<file path="src/rtl/ptw_defines.svh">
`ifndef PTW_DEFINES_SVH
`define PTW_DEFINES_SVH

// ----------------------------------------
// sv39 address geometry
// ----------------------------------------

// virtual address width, three 9-bit vpn slices plus page offset
`define PTW_VLEN 39
// physical address width on the memory port
`define PTW_PLEN 56
// physical page number width, as held in satp and in a pte
`define PTW_PPNW 44
// address space identifier
`define PTW_ASIDW 16
// one vpn slice, indexes 512 ptes of a table
`define PTW_VPNW 9
// 4k page offset
`define PTW_PGOFFW 12

// ----------------------------------------
// pte layout
// ----------------------------------------

// one page-table entry
`define PTW_PTEW 64
// ptes are 8 bytes, so the table index is shifted by 3
`define PTW_PTE_SHIFT 3
// position of the g flag inside the pte
`define PTW_G_BIT 5

`endif

</file>
<file path="src/rtl/ptw_pkg.sv">
`include "ptw_defines.svh"

package ptw_pkg;

  // ----------------------------------------
  // page-table entry
  // ----------------------------------------
  typedef struct packed {
    logic [9:0]              reserved;
    logic [`PTW_PPNW-1:0]    ppn;
    // free for software use
    logic [1:0]              rsw;
    logic                    d;
    logic                    a;
    logic                    g;
    logic                    u;
    logic                    x;
    logic                    w;
    logic                    r;
    logic                    v;
  } pte_t;

  // walker states
  typedef enum logic [2:0] {
    IDLE,
    WAIT_GRANT,
    PTE_LOOKUP,
    WAIT_RVALID,
    PROPAGATE_ERROR
  } ptw_state_e;

  // table level, LVL1 maps 1G, LVL2 maps 2M, LVL3 maps 4K
  typedef enum logic [1:0] {
    LVL1,
    LVL2,
    LVL3
  } ptw_lvl_e;

  // ----------------------------------------
  // block-to-block bundles
  // ----------------------------------------

  // the miss selected to start a walk
  typedef struct packed {
    logic                    valid;
    logic                    is_instr;
    logic [`PTW_VLEN-1:0]    vaddr;
    logic [`PTW_PLEN-1:0]    root;
    logic [`PTW_ASIDW-1:0]   asid;
  } miss_req_t;

  // result of checking one fetched pte
  typedef struct packed {
    logic                    is_leaf;
    logic                    fault;
    logic                    update_ok;
  } pte_verdict_t;

  // tlb fill, vpn is vaddr[38:12]
  typedef struct packed {
    logic                                 valid;
    logic                                 is_2m;
    logic                                 is_1g;
    logic [`PTW_VLEN-`PTW_PGOFFW-1:0]     vpn;
    logic [`PTW_ASIDW-1:0]                asid;
    pte_t                                 content;
  } tlb_update_t;

  // read-only memory port
  typedef struct packed {
    logic                    req;
    logic [`PTW_PLEN-1:0]    addr;
  } mem_req_t;

  typedef struct packed {
    logic                    gnt;
    logic                    rvalid;
    logic [`PTW_PTEW-1:0]    rdata;
  } mem_rsp_t;

endpackage

</file>
<file path="src/rtl/ptw_miss_arbiter.sv">
`timescale 1ns/1ps
`include "ptw_defines.svh"

module ptw_miss_arbiter (
  input  logic                      enable_translation_i,
  input  logic                      en_ld_st_translation_i,
  input  logic                      itlb_access_i,
  input  logic                      itlb_hit_i,
  input  logic [`PTW_VLEN-1:0]      itlb_vaddr_i,
  input  logic                      dtlb_access_i,
  input  logic                      dtlb_hit_i,
  input  logic [`PTW_VLEN-1:0]      dtlb_vaddr_i,
  input  logic [`PTW_PPNW-1:0]      satp_ppn_i,
  input  logic [`PTW_ASIDW-1:0]     asid_i,
  input  logic                      walk_idle_i,
  output ptw_pkg::miss_req_t        miss_o,
  output logic                      itlb_miss_o,
  output logic                      dtlb_miss_o
);

  logic                 dtlb_sel;
  logic                 itlb_sel;
  logic [`PTW_VLEN-1:0] sel_vaddr;

  // data side wins whenever it is accessing
  assign dtlb_sel = en_ld_st_translation_i & dtlb_access_i & ~dtlb_hit_i;
  // fetch miss only when the lsu is not touching its tlb at all
  assign itlb_sel = enable_translation_i & itlb_access_i & ~itlb_hit_i & ~dtlb_access_i;

  assign sel_vaddr = dtlb_sel ? dtlb_vaddr_i : itlb_vaddr_i;

  // ----------------------------------------
  // miss request
  // ----------------------------------------
  always_comb begin
    miss_o.valid    = dtlb_sel | itlb_sel;
    miss_o.is_instr = itlb_sel;
    miss_o.vaddr    = sel_vaddr;
    // root table base plus vpn[2] index, ptes are 8 bytes
    miss_o.root     = {satp_ppn_i,
                       sel_vaddr[`PTW_VLEN-1:`PTW_VLEN-`PTW_VPNW],
                       {`PTW_PTE_SHIFT{1'b0}}};
    miss_o.asid     = asid_i;
  end

  // perf pulses, only for misses the walker accepts this cycle
  assign itlb_miss_o = itlb_sel & walk_idle_i;
  assign dtlb_miss_o = dtlb_sel & walk_idle_i;

endmodule

</file>
<file path="src/rtl/ptw_pte_check.sv">
`timescale 1ns/1ps
`include "ptw_defines.svh"

module ptw_pte_check (
  input  ptw_pkg::pte_t          pte_i,
  input  ptw_pkg::ptw_lvl_e      lvl_i,
  input  logic                   is_instr_i,
  input  logic                   is_store_i,
  input  logic                   mxr_i,
  output ptw_pkg::pte_verdict_t  verdict_o
);

  logic is_leaf;
  logic bad_encoding;
  logic bad_pointer;
  logic misaligned;
  logic instr_denied;
  logic data_denied;
  logic store_denied;
  logic leaf_fault;
  logic fault;

  // r or x marks a leaf, otherwise it points to the next table
  assign is_leaf = pte_i.r | pte_i.x;

  // ----------------------------------------
  // encoding checks, any pte
  // ----------------------------------------
  // invalid, write-only or reserved bits in use
  assign bad_encoding = ~pte_i.v
                      | (~pte_i.r & pte_i.w)
                      | (|pte_i.reserved);

  // pointer with leaf-only flags, or no table below LVL3
  assign bad_pointer = ~is_leaf
                     & (pte_i.a | pte_i.d | pte_i.u | (lvl_i == ptw_pkg::LVL3));

  // ----------------------------------------
  // leaf checks
  // ----------------------------------------
  // superpage ppn must be aligned to its own size
  assign misaligned =
      ((lvl_i == ptw_pkg::LVL1) & (|pte_i.ppn[2*`PTW_VPNW-1:0]))
    | ((lvl_i == ptw_pkg::LVL2) & (|pte_i.ppn[`PTW_VPNW-1:0]));

  // fetch needs x, and a is managed by software
  assign instr_denied = is_instr_i & (~pte_i.x | ~pte_i.a);

  // loads need r, or x when mxr makes executable pages readable
  assign data_denied = ~is_instr_i
                     & (~pte_i.a | ~(pte_i.r | (pte_i.x & mxr_i)));

  // stores also need w and an already set d
  assign store_denied = ~is_instr_i & is_store_i & (~pte_i.w | ~pte_i.d);

  assign leaf_fault = is_leaf & (misaligned | instr_denied | data_denied | store_denied);

  assign fault = bad_encoding | bad_pointer | leaf_fault;

  always_comb begin
    verdict_o.is_leaf   = is_leaf;
    verdict_o.fault     = fault;
    // a clean leaf can go straight into the tlb
    verdict_o.update_ok = is_leaf & ~fault;
  end

endmodule

</file>
<file path="src/rtl/ptw_top.sv">
`timescale 1ns/1ps
`include "ptw_defines.svh"

module ptw_top (
  input  logic                      clk_i,
  input  logic                      rst_n_i,
  input  logic                      flush_i,
  input  logic                      lsu_is_store_i,
  input  logic                      mxr_i,
  input  logic                      enable_translation_i,
  input  logic                      en_ld_st_translation_i,
  input  logic                      itlb_access_i,
  input  logic                      itlb_hit_i,
  input  logic                      dtlb_access_i,
  input  logic                      dtlb_hit_i,
  input  logic [`PTW_VLEN-1:0]      itlb_vaddr_i,
  input  logic [`PTW_VLEN-1:0]      dtlb_vaddr_i,
  input  logic [`PTW_PPNW-1:0]      satp_ppn_i,
  input  logic [`PTW_ASIDW-1:0]     asid_i,
  input  ptw_pkg::mem_rsp_t         mem_rsp_i,
  output ptw_pkg::mem_req_t         mem_req_o,
  output ptw_pkg::tlb_update_t      itlb_update_o,
  output ptw_pkg::tlb_update_t      dtlb_update_o,
  output logic [`PTW_VLEN-1:0]      update_vaddr_o,
  output logic                      ptw_active_o,
  output logic                      walking_instr_o,
  output logic                      ptw_error_o,
  output logic                      itlb_miss_o,
  output logic                      dtlb_miss_o
);

  ptw_pkg::miss_req_t     miss;
  ptw_pkg::pte_verdict_t  verdict;
  ptw_pkg::pte_t          pte;
  ptw_pkg::ptw_lvl_e      lvl;
  logic                   walk_idle;
  logic                   is_instr;
  logic                   is_store;

  // ----------------------------------------
  // miss selection
  // ----------------------------------------
  ptw_miss_arbiter ptw_miss_arbiter_i (
    .enable_translation_i   (enable_translation_i),
    .en_ld_st_translation_i (en_ld_st_translation_i),
    .itlb_access_i          (itlb_access_i),
    .itlb_hit_i             (itlb_hit_i),
    .itlb_vaddr_i           (itlb_vaddr_i),
    .dtlb_access_i          (dtlb_access_i),
    .dtlb_hit_i             (dtlb_hit_i),
    .dtlb_vaddr_i           (dtlb_vaddr_i),
    .satp_ppn_i             (satp_ppn_i),
    .asid_i                 (asid_i),
    .walk_idle_i            (walk_idle),
    .miss_o                 (miss),
    .itlb_miss_o            (itlb_miss_o),
    .dtlb_miss_o            (dtlb_miss_o)
  );

  // walk sequencing and memory port
  ptw_walk_fsm ptw_walk_fsm_i (
    .clk_i           (clk_i),
    .rst_n_i         (rst_n_i),
    .flush_i         (flush_i),
    .lsu_is_store_i  (lsu_is_store_i),
    .miss_i          (miss),
    .mem_rsp_i       (mem_rsp_i),
    .verdict_i       (verdict),
    .walk_idle_o     (walk_idle),
    .mem_req_o       (mem_req_o),
    .pte_o           (pte),
    .lvl_o           (lvl),
    .is_instr_o      (is_instr),
    .is_store_o      (is_store),
    .itlb_update_o   (itlb_update_o),
    .dtlb_update_o   (dtlb_update_o),
    .update_vaddr_o  (update_vaddr_o),
    .ptw_active_o    (ptw_active_o),
    .walking_instr_o (walking_instr_o),
    .ptw_error_o     (ptw_error_o)
  );

  // pte checks on the registered reply
  ptw_pte_check ptw_pte_check_i (
    .pte_i      (pte),
    .lvl_i      (lvl),
    .is_instr_i (is_instr),
    .is_store_i (is_store),
    .mxr_i      (mxr_i),
    .verdict_o  (verdict)
  );

endmodule

</file>
<file path="src/rtl/ptw_walk_fsm.sv">
`timescale 1ns/1ps
`include "ptw_defines.svh"

module ptw_walk_fsm (
  input  logic                      clk_i,
  input  logic                      rst_n_i,
  input  logic                      flush_i,
  input  logic                      lsu_is_store_i,
  input  ptw_pkg::miss_req_t        miss_i,
  input  ptw_pkg::mem_rsp_t         mem_rsp_i,
  input  ptw_pkg::pte_verdict_t     verdict_i,
  output logic                      walk_idle_o,
  output ptw_pkg::mem_req_t         mem_req_o,
  output ptw_pkg::pte_t             pte_o,
  output ptw_pkg::ptw_lvl_e         lvl_o,
  output logic                      is_instr_o,
  output logic                      is_store_o,
  output ptw_pkg::tlb_update_t      itlb_update_o,
  output ptw_pkg::tlb_update_t      dtlb_update_o,
  output logic [`PTW_VLEN-1:0]      update_vaddr_o,
  output logic                      ptw_active_o,
  output logic                      walking_instr_o,
  output logic                      ptw_error_o
);

  ptw_pkg::ptw_state_e     state_q, state_d;
  ptw_pkg::ptw_lvl_e       lvl_q, lvl_d;
  logic                    is_instr_q, is_instr_d;
  logic                    is_store_q, is_store_d;
  // sticky g seen on any level of this walk
  logic                    global_q, global_d;
  logic [`PTW_PLEN-1:0]    pptr_q, pptr_d;
  logic [`PTW_VLEN-1:0]    vaddr_q, vaddr_d;
  logic [`PTW_ASIDW-1:0]   asid_q, asid_d;
  // memory reply, registered once before use
  logic                    rvalid_q;
  logic [`PTW_PTEW-1:0]    rdata_q;
  logic                    upd_valid;
  logic [`PTW_PTEW-1:0]    g_mask;
  ptw_pkg::tlb_update_t    upd;

  // a flush in IDLE blocks a new walk from starting
  assign walk_idle_o     = (state_q == ptw_pkg::IDLE) & ~flush_i;
  assign ptw_active_o    = (state_q != ptw_pkg::IDLE);
  assign walking_instr_o = is_instr_q;
  assign update_vaddr_o  = vaddr_q;

  // to the checker
  assign pte_o      = ptw_pkg::pte_t'(rdata_q);
  assign lvl_o      = lvl_q;
  assign is_instr_o = is_instr_q;
  assign is_store_o = is_store_q;

  // ----------------------------------------
  // walk state machine
  // ----------------------------------------
  always_comb begin
    state_d       = state_q;
    lvl_d         = lvl_q;
    is_instr_d    = is_instr_q;
    is_store_d    = is_store_q;
    global_d      = global_q;
    pptr_d        = pptr_q;
    vaddr_d       = vaddr_q;
    asid_d        = asid_q;
    upd_valid     = 1'b0;
    ptw_error_o   = 1'b0;
    mem_req_o.req  = 1'b0;
    // address is held for the whole walk step
    mem_req_o.addr = pptr_q;

    case (state_q)
      ptw_pkg::IDLE: begin
        // every walk starts from the root table
        lvl_d      = ptw_pkg::LVL1;
        global_d   = 1'b0;
        is_instr_d = 1'b0;
        is_store_d = 1'b0;
        if (miss_i.valid && walk_idle_o) begin
          state_d    = ptw_pkg::WAIT_GRANT;
          is_instr_d = miss_i.is_instr;
          // store qualifier only matters for data walks
          is_store_d = lsu_is_store_i & ~miss_i.is_instr;
          pptr_d     = miss_i.root;
          vaddr_d    = miss_i.vaddr;
          asid_d     = miss_i.asid;
        end
      end

      ptw_pkg::WAIT_GRANT: begin
        mem_req_o.req = 1'b1;
        if (mem_rsp_i.gnt) begin
          state_d = ptw_pkg::PTE_LOOKUP;
        end
      end

      ptw_pkg::PTE_LOOKUP: begin
        if (rvalid_q) begin
          if (pte_o.g) begin
            global_d = 1'b1;
          end
          if (verdict_i.fault) begin
            state_d = ptw_pkg::PROPAGATE_ERROR;
          end else if (verdict_i.update_ok) begin
            // leaf found, fill the tlb this cycle
            upd_valid = ~flush_i;
            state_d   = ptw_pkg::IDLE;
          end else if (!verdict_i.is_leaf) begin
            // pointer, descend one level with the next vpn slice
            state_d = ptw_pkg::WAIT_GRANT;
            case (lvl_q)
              ptw_pkg::LVL1: begin
                lvl_d  = ptw_pkg::LVL2;
                pptr_d = {pte_o.ppn,
                          vaddr_q[`PTW_PGOFFW+2*`PTW_VPNW-1:`PTW_PGOFFW+`PTW_VPNW],
                          {`PTW_PTE_SHIFT{1'b0}}};
              end
              ptw_pkg::LVL2: begin
                lvl_d  = ptw_pkg::LVL3;
                pptr_d = {pte_o.ppn,
                          vaddr_q[`PTW_PGOFFW+`PTW_VPNW-1:`PTW_PGOFFW],
                          {`PTW_PTE_SHIFT{1'b0}}};
              end
              default: begin
                // pointer at LVL3 is caught by the checker
                lvl_d = lvl_q;
              end
            endcase
          end
        end
      end

      ptw_pkg::PROPAGATE_ERROR: begin
        state_d     = ptw_pkg::IDLE;
        ptw_error_o = ~flush_i;
      end

      // drain the reply of a flushed request
      ptw_pkg::WAIT_RVALID: begin
        if (rvalid_q) begin
          state_d = ptw_pkg::IDLE;
        end
      end

      default: begin
        state_d = ptw_pkg::IDLE;
      end
    endcase

    // ----------------------------------------
    // flush
    // ----------------------------------------
    // a request already granted still owes a reply, wait for it
    if (flush_i) begin
      if ((state_q == ptw_pkg::PTE_LOOKUP && !rvalid_q) ||
          (state_q == ptw_pkg::WAIT_GRANT && mem_rsp_i.gnt)) begin
        state_d = ptw_pkg::WAIT_RVALID;
      end else begin
        state_d = ptw_pkg::IDLE;
      end
    end
  end

  // ----------------------------------------
  // tlb update
  // ----------------------------------------
  always_comb begin
    g_mask             = '0;
    g_mask[`PTW_G_BIT] = global_q;
    upd.valid   = 1'b0;
    upd.is_2m   = (lvl_q == ptw_pkg::LVL2);
    upd.is_1g   = (lvl_q == ptw_pkg::LVL1);
    upd.vpn     = vaddr_q[`PTW_VLEN-1:`PTW_PGOFFW];
    upd.asid    = asid_q;
    // g from any upper level makes the whole mapping global
    upd.content = ptw_pkg::pte_t'(rdata_q | g_mask);

    itlb_update_o       = upd;
    itlb_update_o.valid = upd_valid & is_instr_q;
    dtlb_update_o       = upd;
    dtlb_update_o.valid = upd_valid & ~is_instr_q;
  end

  // control state
  always_ff @(posedge clk_i or negedge rst_n_i) begin
    if (!rst_n_i) begin
      state_q    <= ptw_pkg::IDLE;
      lvl_q      <= ptw_pkg::LVL1;
      is_instr_q <= 1'b0;
      is_store_q <= 1'b0;
      global_q   <= 1'b0;
      rvalid_q   <= 1'b0;
    end else begin
      state_q    <= state_d;
      lvl_q      <= lvl_d;
      is_instr_q <= is_instr_d;
      is_store_q <= is_store_d;
      global_q   <= global_d;
      rvalid_q   <= mem_rsp_i.rvalid;
    end
  end

  // walk payload
  always_ff @(posedge clk_i) begin
    pptr_q  <= pptr_d;
    vaddr_q <= vaddr_d;
    asid_q  <= asid_d;
    rdata_q <= mem_rsp_i.rdata;
  end

endmodule

</file>
<file path="config.mk">
export PLATFORM = sky130hd
export DESIGN_NAME = ptw_top
export DESIGN_NICKNAME = d
export VERILOG_FILES = /design/src/rtl/ptw_pkg.sv /design/src/rtl/ptw_miss_arbiter.sv /design/src/rtl/ptw_pte_check.sv /design/src/rtl/ptw_top.sv /design/src/rtl/ptw_walk_fsm.sv
export VERILOG_INCLUDE_DIRS = /design/src /design/src/rtl
export SDC_FILE = /design/constraint.sdc
export NUM_CORES = 1
export LEC_CHECK = 0
export BUFFER_PORTS_ARGS = -buffer_cell sky130_fd_sc_hd__buf_2
export CORE_AREA = 2 2 209 211
export DETAILED_ROUTE_END_ITERATION = 6
export DIE_AREA = 0 0 211 213
export HOLD_SLACK_MARGIN = 0.06
export PLACE_DENSITY = 0.43
export SLEW_MARGIN = 10
export SYNTH_ARGS = -nofsm -noshare
export SYNTH_HDL_FRONTEND = slang
export SYNTH_HIERARCHICAL = 1
export SYNTH_SLANG_ARGS = --single-unit
</file>
<file path="constraint.sdc">
create_clock -name clk_i -period 8.5 [get_ports clk_i]
set_input_delay 1.7 -clock clk_i [delete_from_list [all_inputs] [get_ports clk_i]]
set_output_delay 1.7 -clock clk_i [all_outputs]
set_load 0.02 [all_outputs]
</file>
### Word-level counts from Yosys, hierarchy flattened

Cells that the tools add are included.

| word-level totals | value |
|---|---|
| flip-flop bits (word level) | 184 |
| input bits | 215 |

| cells by class | value |
|---|---|
| equal/unequal tests | 18 |
| mux-type cells | 35 |
| bitwise logic cells | 55 |
| reduce and logical (&&, ||, !) cells | 17 |

Operator list:

| operator | count |
|---|---|
| $mux 56 | 5 |
| $pmux 56 s2 | 2 |
| $or 64x6->64 | 1 |
| $mux 39 | 1 |
| $mux 3 | 8 |
| $and 1x1->1 | 22 |
| $reduce_or 18->1 | 1 |
| $or 1x1->1 | 17 |
| $not 1->1 | 15 |
| $pmux 3 s4 | 1 |
| $mux 1 | 10 |
| $mux 2 | 5 |
| $reduce_or 10->1 | 1 |
| $ne 3x3->1 const B | 3 |
| $reduce_or 9->1 | 1 |
| $ne 2x2->1 const B | 4 |
| $pmux 2 s2 | 2 |
| $reduce_and 7->1 | 1 |
| $eq 3x2->1 const B | 2 |
| $ne 3x2->1 const B | 2 |
| $reduce_and 6->1 | 1 |
| $ne 5x4->1 const B | 1 |
| $reduce_and 5->1 | 1 |
| $ne 2x1->1 const B | 2 |
| 14 further kinds | 16 |

### Logic depth before layout (Yosys ltp)

| logic depth | value |
|---|---|
| depth in word-level cells | 16 |
| mapped depth | 10 |
| depth with buffers taken out | 8 |

### Modules after synthesis

The synthesis kept the hierarchy.

By module, submodules not included:

| module | times used | cells an instance | area each (µm²) |
|---|---|---|---|
| ptw_walk_fsm | 1 | 610 | 7417.1 |
| ptw_miss_arbiter | 1 | 124 | 1227.4 |
| ptw_pte_check | 1 | 28 | 191.4 |

### Worst setup path after synthesis

No wires, ideal clock.

| path | value |
|---|---|
| path kind | input port to flip-flop |
| from | input port dtlb_hit_i |
| to | register ptw_walk_fsm_i.pptr_q[0] (enable) |
| library setup time | 0.470 ns |
| data arrival time | 6.006 ns |
| path slack | 2.023 ns |
| stages on the path | 6 |
| path buffers | 1 |
| path through | nand3b_4 buf_6 o21ai_0 and2_1 nor2_1 nor2_1 |

RTL lines:

| what | line | RTL |
|---|---|---|
| start: declaration | ptw_top.sv:15 | `input logic dtlb_hit_i,` |
| end signal: assignment | ptw_walk_fsm.sv:205 | `pptr_q <= pptr_d;` |
| end: declaration | ptw_walk_fsm.sv:32 | `` logic [`PTW_PLEN-1:0] pptr_q, pptr_d; `` |

==> metrics.cfg <==
[critical_path]
crit_required_ns = 6.80
crit_path_end_kind = primary output
rr_startpoint = ptw_walk_fsm_i/pte_o[25]$_DFF_P_
critical_path.max_fanout = 3
reg2reg_slack_ns = 4.74
crit_family = simple AND/OR/NAND/NOR gates
reg2reg_to = ptw_walk_fsm_i/pptr_q[31]$_DFFE_PP_
arrival_ns = 3.24
start_kind = input pin
path_class = in -> out
slowest_stage = nor4_1
max_stage_delay_ns = 0.35
critical_path_depth = 8
worst-path-buf-inv = 2
path_cells = buf_2 -> o21ai_0 -> a2111oi_2 -> o21ai_0 -> nand2b_1 -> nor4_1 -> and2_1 -> buf_2
rr_worst_depth = 9

[timing]
finClkSkew_ns = 0.00924
finalSetupViolCount = 0
maxSlewViolCount = 0
finalHoldViolCount = 0
worst_pin_slew_ns = 0.829
period_needed_ns = 4.94
clock.fmax_ghz = 0.202
fin_crit_sh = 0.582
rsz0062_at_grt = no
fin_hold_ws_ns = 0.500
fin_tns_setup_ns = 0
slew_headroom = 0.446

[placed_design]
io_buffers = 535
hpwl_mm = 20.1
place.gp.congestion = 0.729
dpl.cell_count = 1555

[final_layout]
final-instance-count-excl-fill = 1587
multi_input_area_um2 = 1800
drive_above_1_share = 0.598
fillers = 4609
register_area_um2 = 4840
final_cell_mix = buf_2 (535), nand2_1 (134), edfxtp_1 (111)
final_common_cell = buf_2
area_growth_pct = 23.2
nets = 1243
antenna_cells = 0

[detailed_routing]
avgViaCountPerCell = 3.61
vias = 5728
wl_per_cell_um = 16.0
route.detailed.drc = 0
routed_wl_mm = 25.4
firstDrtPassIters = 4
antenna_left = 0
drt_iter0_markers = 283

[global_routing]
antenna_found_initial = 1
grt_pass1_vias = 5694
grt_pass1_wl_mm = 34.8
grt_max_degree = 58
gr-total-overflow = 0
groute.usage.overall = 0.110

[power_and_ir_drop]
powerDensity_nw_per_um2 = 252
irDropWorstVdd_uv = 169
p_leak_nw = 5.08

[floorplanning]
dieWidth_um = 211
fp.coreArea_um2 = 42700
dieArea_um2 = 44900
die_y_um = 213
initial_core_util = 0.202
ioPinCount = 536
fp-row-count = 76

[clock_network]
clkTransAtPathRegs_ns = 0.07
cts_root_buf = clkbuf_16
cts_sinks = 184
cts_resized = 0
clk_path_buf_depth = 2
cts_tree = built
cts_inserted_buffers = 17
worstSkewPairLatency_ns = 0.48
postCtsSetupRepairBufs = 0
cts_hold_buffers = 0
htreeDepth = 4

[flow_run]
cap_violations = 0

[worst_hold_path]
hp-class = reg -> reg
hold_depth = 2
holdPathEnd = ptw_walk_fsm_i/global_q$_DFFE_PN0P_
min_from = ptw_walk_fsm_i/pte_o[5]$_DFF_P_

[yosys]
syn_area_um2 = 8630
syn_inst = 734
yosys_warnings = 6
syn_area_per_cell_um2 = 11.8

[status]
status = complete, no violations

metal layers:
metal	part of all wire	global-route usage
met1	0.40	0.122
met4	0.019	0.0505
met5	0.00035	0
met3	0.089	0.0468
met2	0.50	0.182
sequential cells by signal (all words and copies together) (netlist names):
register / flops
ptw_walk_fsm_i/is_store_o: 1
ptw_walk_fsm_i/lvl_o: 2
ptw_walk_fsm_i/is_instr_o: 1
ptw_walk_fsm_i/state_q: 3
ptw_walk_fsm_i/global_q: 1
ptw_walk_fsm_i/update_vaddr_o: 39
ptw_walk_fsm_i/asid_q: 16
ptw_walk_fsm_i/pte_o: 64
ptw_walk_fsm_i/pptr_q: 56
ptw_walk_fsm_i/rvalid_q: 1
how the worst max path moves through the flow:
| stage | end | slack (ns) | start |
|---|---|---|---|
| CTS | itlb_update_o[109] | 3.51 | mxr_i |
| global route | dtlb_update_o[109] | 3.36 | mxr_i |
| floorplan | ptw_walk_fsm_i/pptr_q[0]$_SDFFCE_PP0P_ | 2.02 | dtlb_hit_i |
| finish | itlb_update_o[109] | 3.56 | mxr_i |
| detailed placement | itlb_update_o[109] | 3.51 | mxr_i |
| global placement | dtlb_update_o[109] | 3.55 | mxr_i |
power by group:
part	switching (W)	internal (W)
sequential	0.0000583	0.00111
combinational	0.000488	0.000233
clock	0.000373	0.000413
total	0.000920	0.00175
stage by stage:
stage          instance area (um^2)  total power [W]  setup WS [ns]  utilization
2_1_floorplan                  8630          0.00170           2.02            -
4_1_cts                       10600          0.00274           3.51        0.249
5_1_grt                       10600          0.00282           3.36        0.249
3_3_place_gp                  10100          0.00193           3.55        0.236
3_5_place_dp                  10100          0.00193           3.51        0.236
6_report                      10600          0.00267           3.56        0.249
layout make-up:
cell class | count | share of cell area
Timing Repair Buffer | 541 | 0.256
Sequential cell | 184 | 0.455
Clock inverter | 13 | 0.0112
Tap cell | 546 | 0.0643
Inverter | 6 | 0.00212
Clock buffer | 19 | 0.0417
Multi-Input combinational cell | 278 | 0.169
worst reg2reg max path, stage by stage, from the launching register on:
cell and delay, ns:
dfxtp_1 0.35, nor4_2 0.36, a31oi_1 0.24, a2111oi_2 0.40
o21ai_0 0.17, nand2b_1 0.19, o41ai_1 0.26, nand2_1 0.19
nor2_4 0.67, buf_4 0.54
No activity file was read; power rests on OpenSTA's default activity.
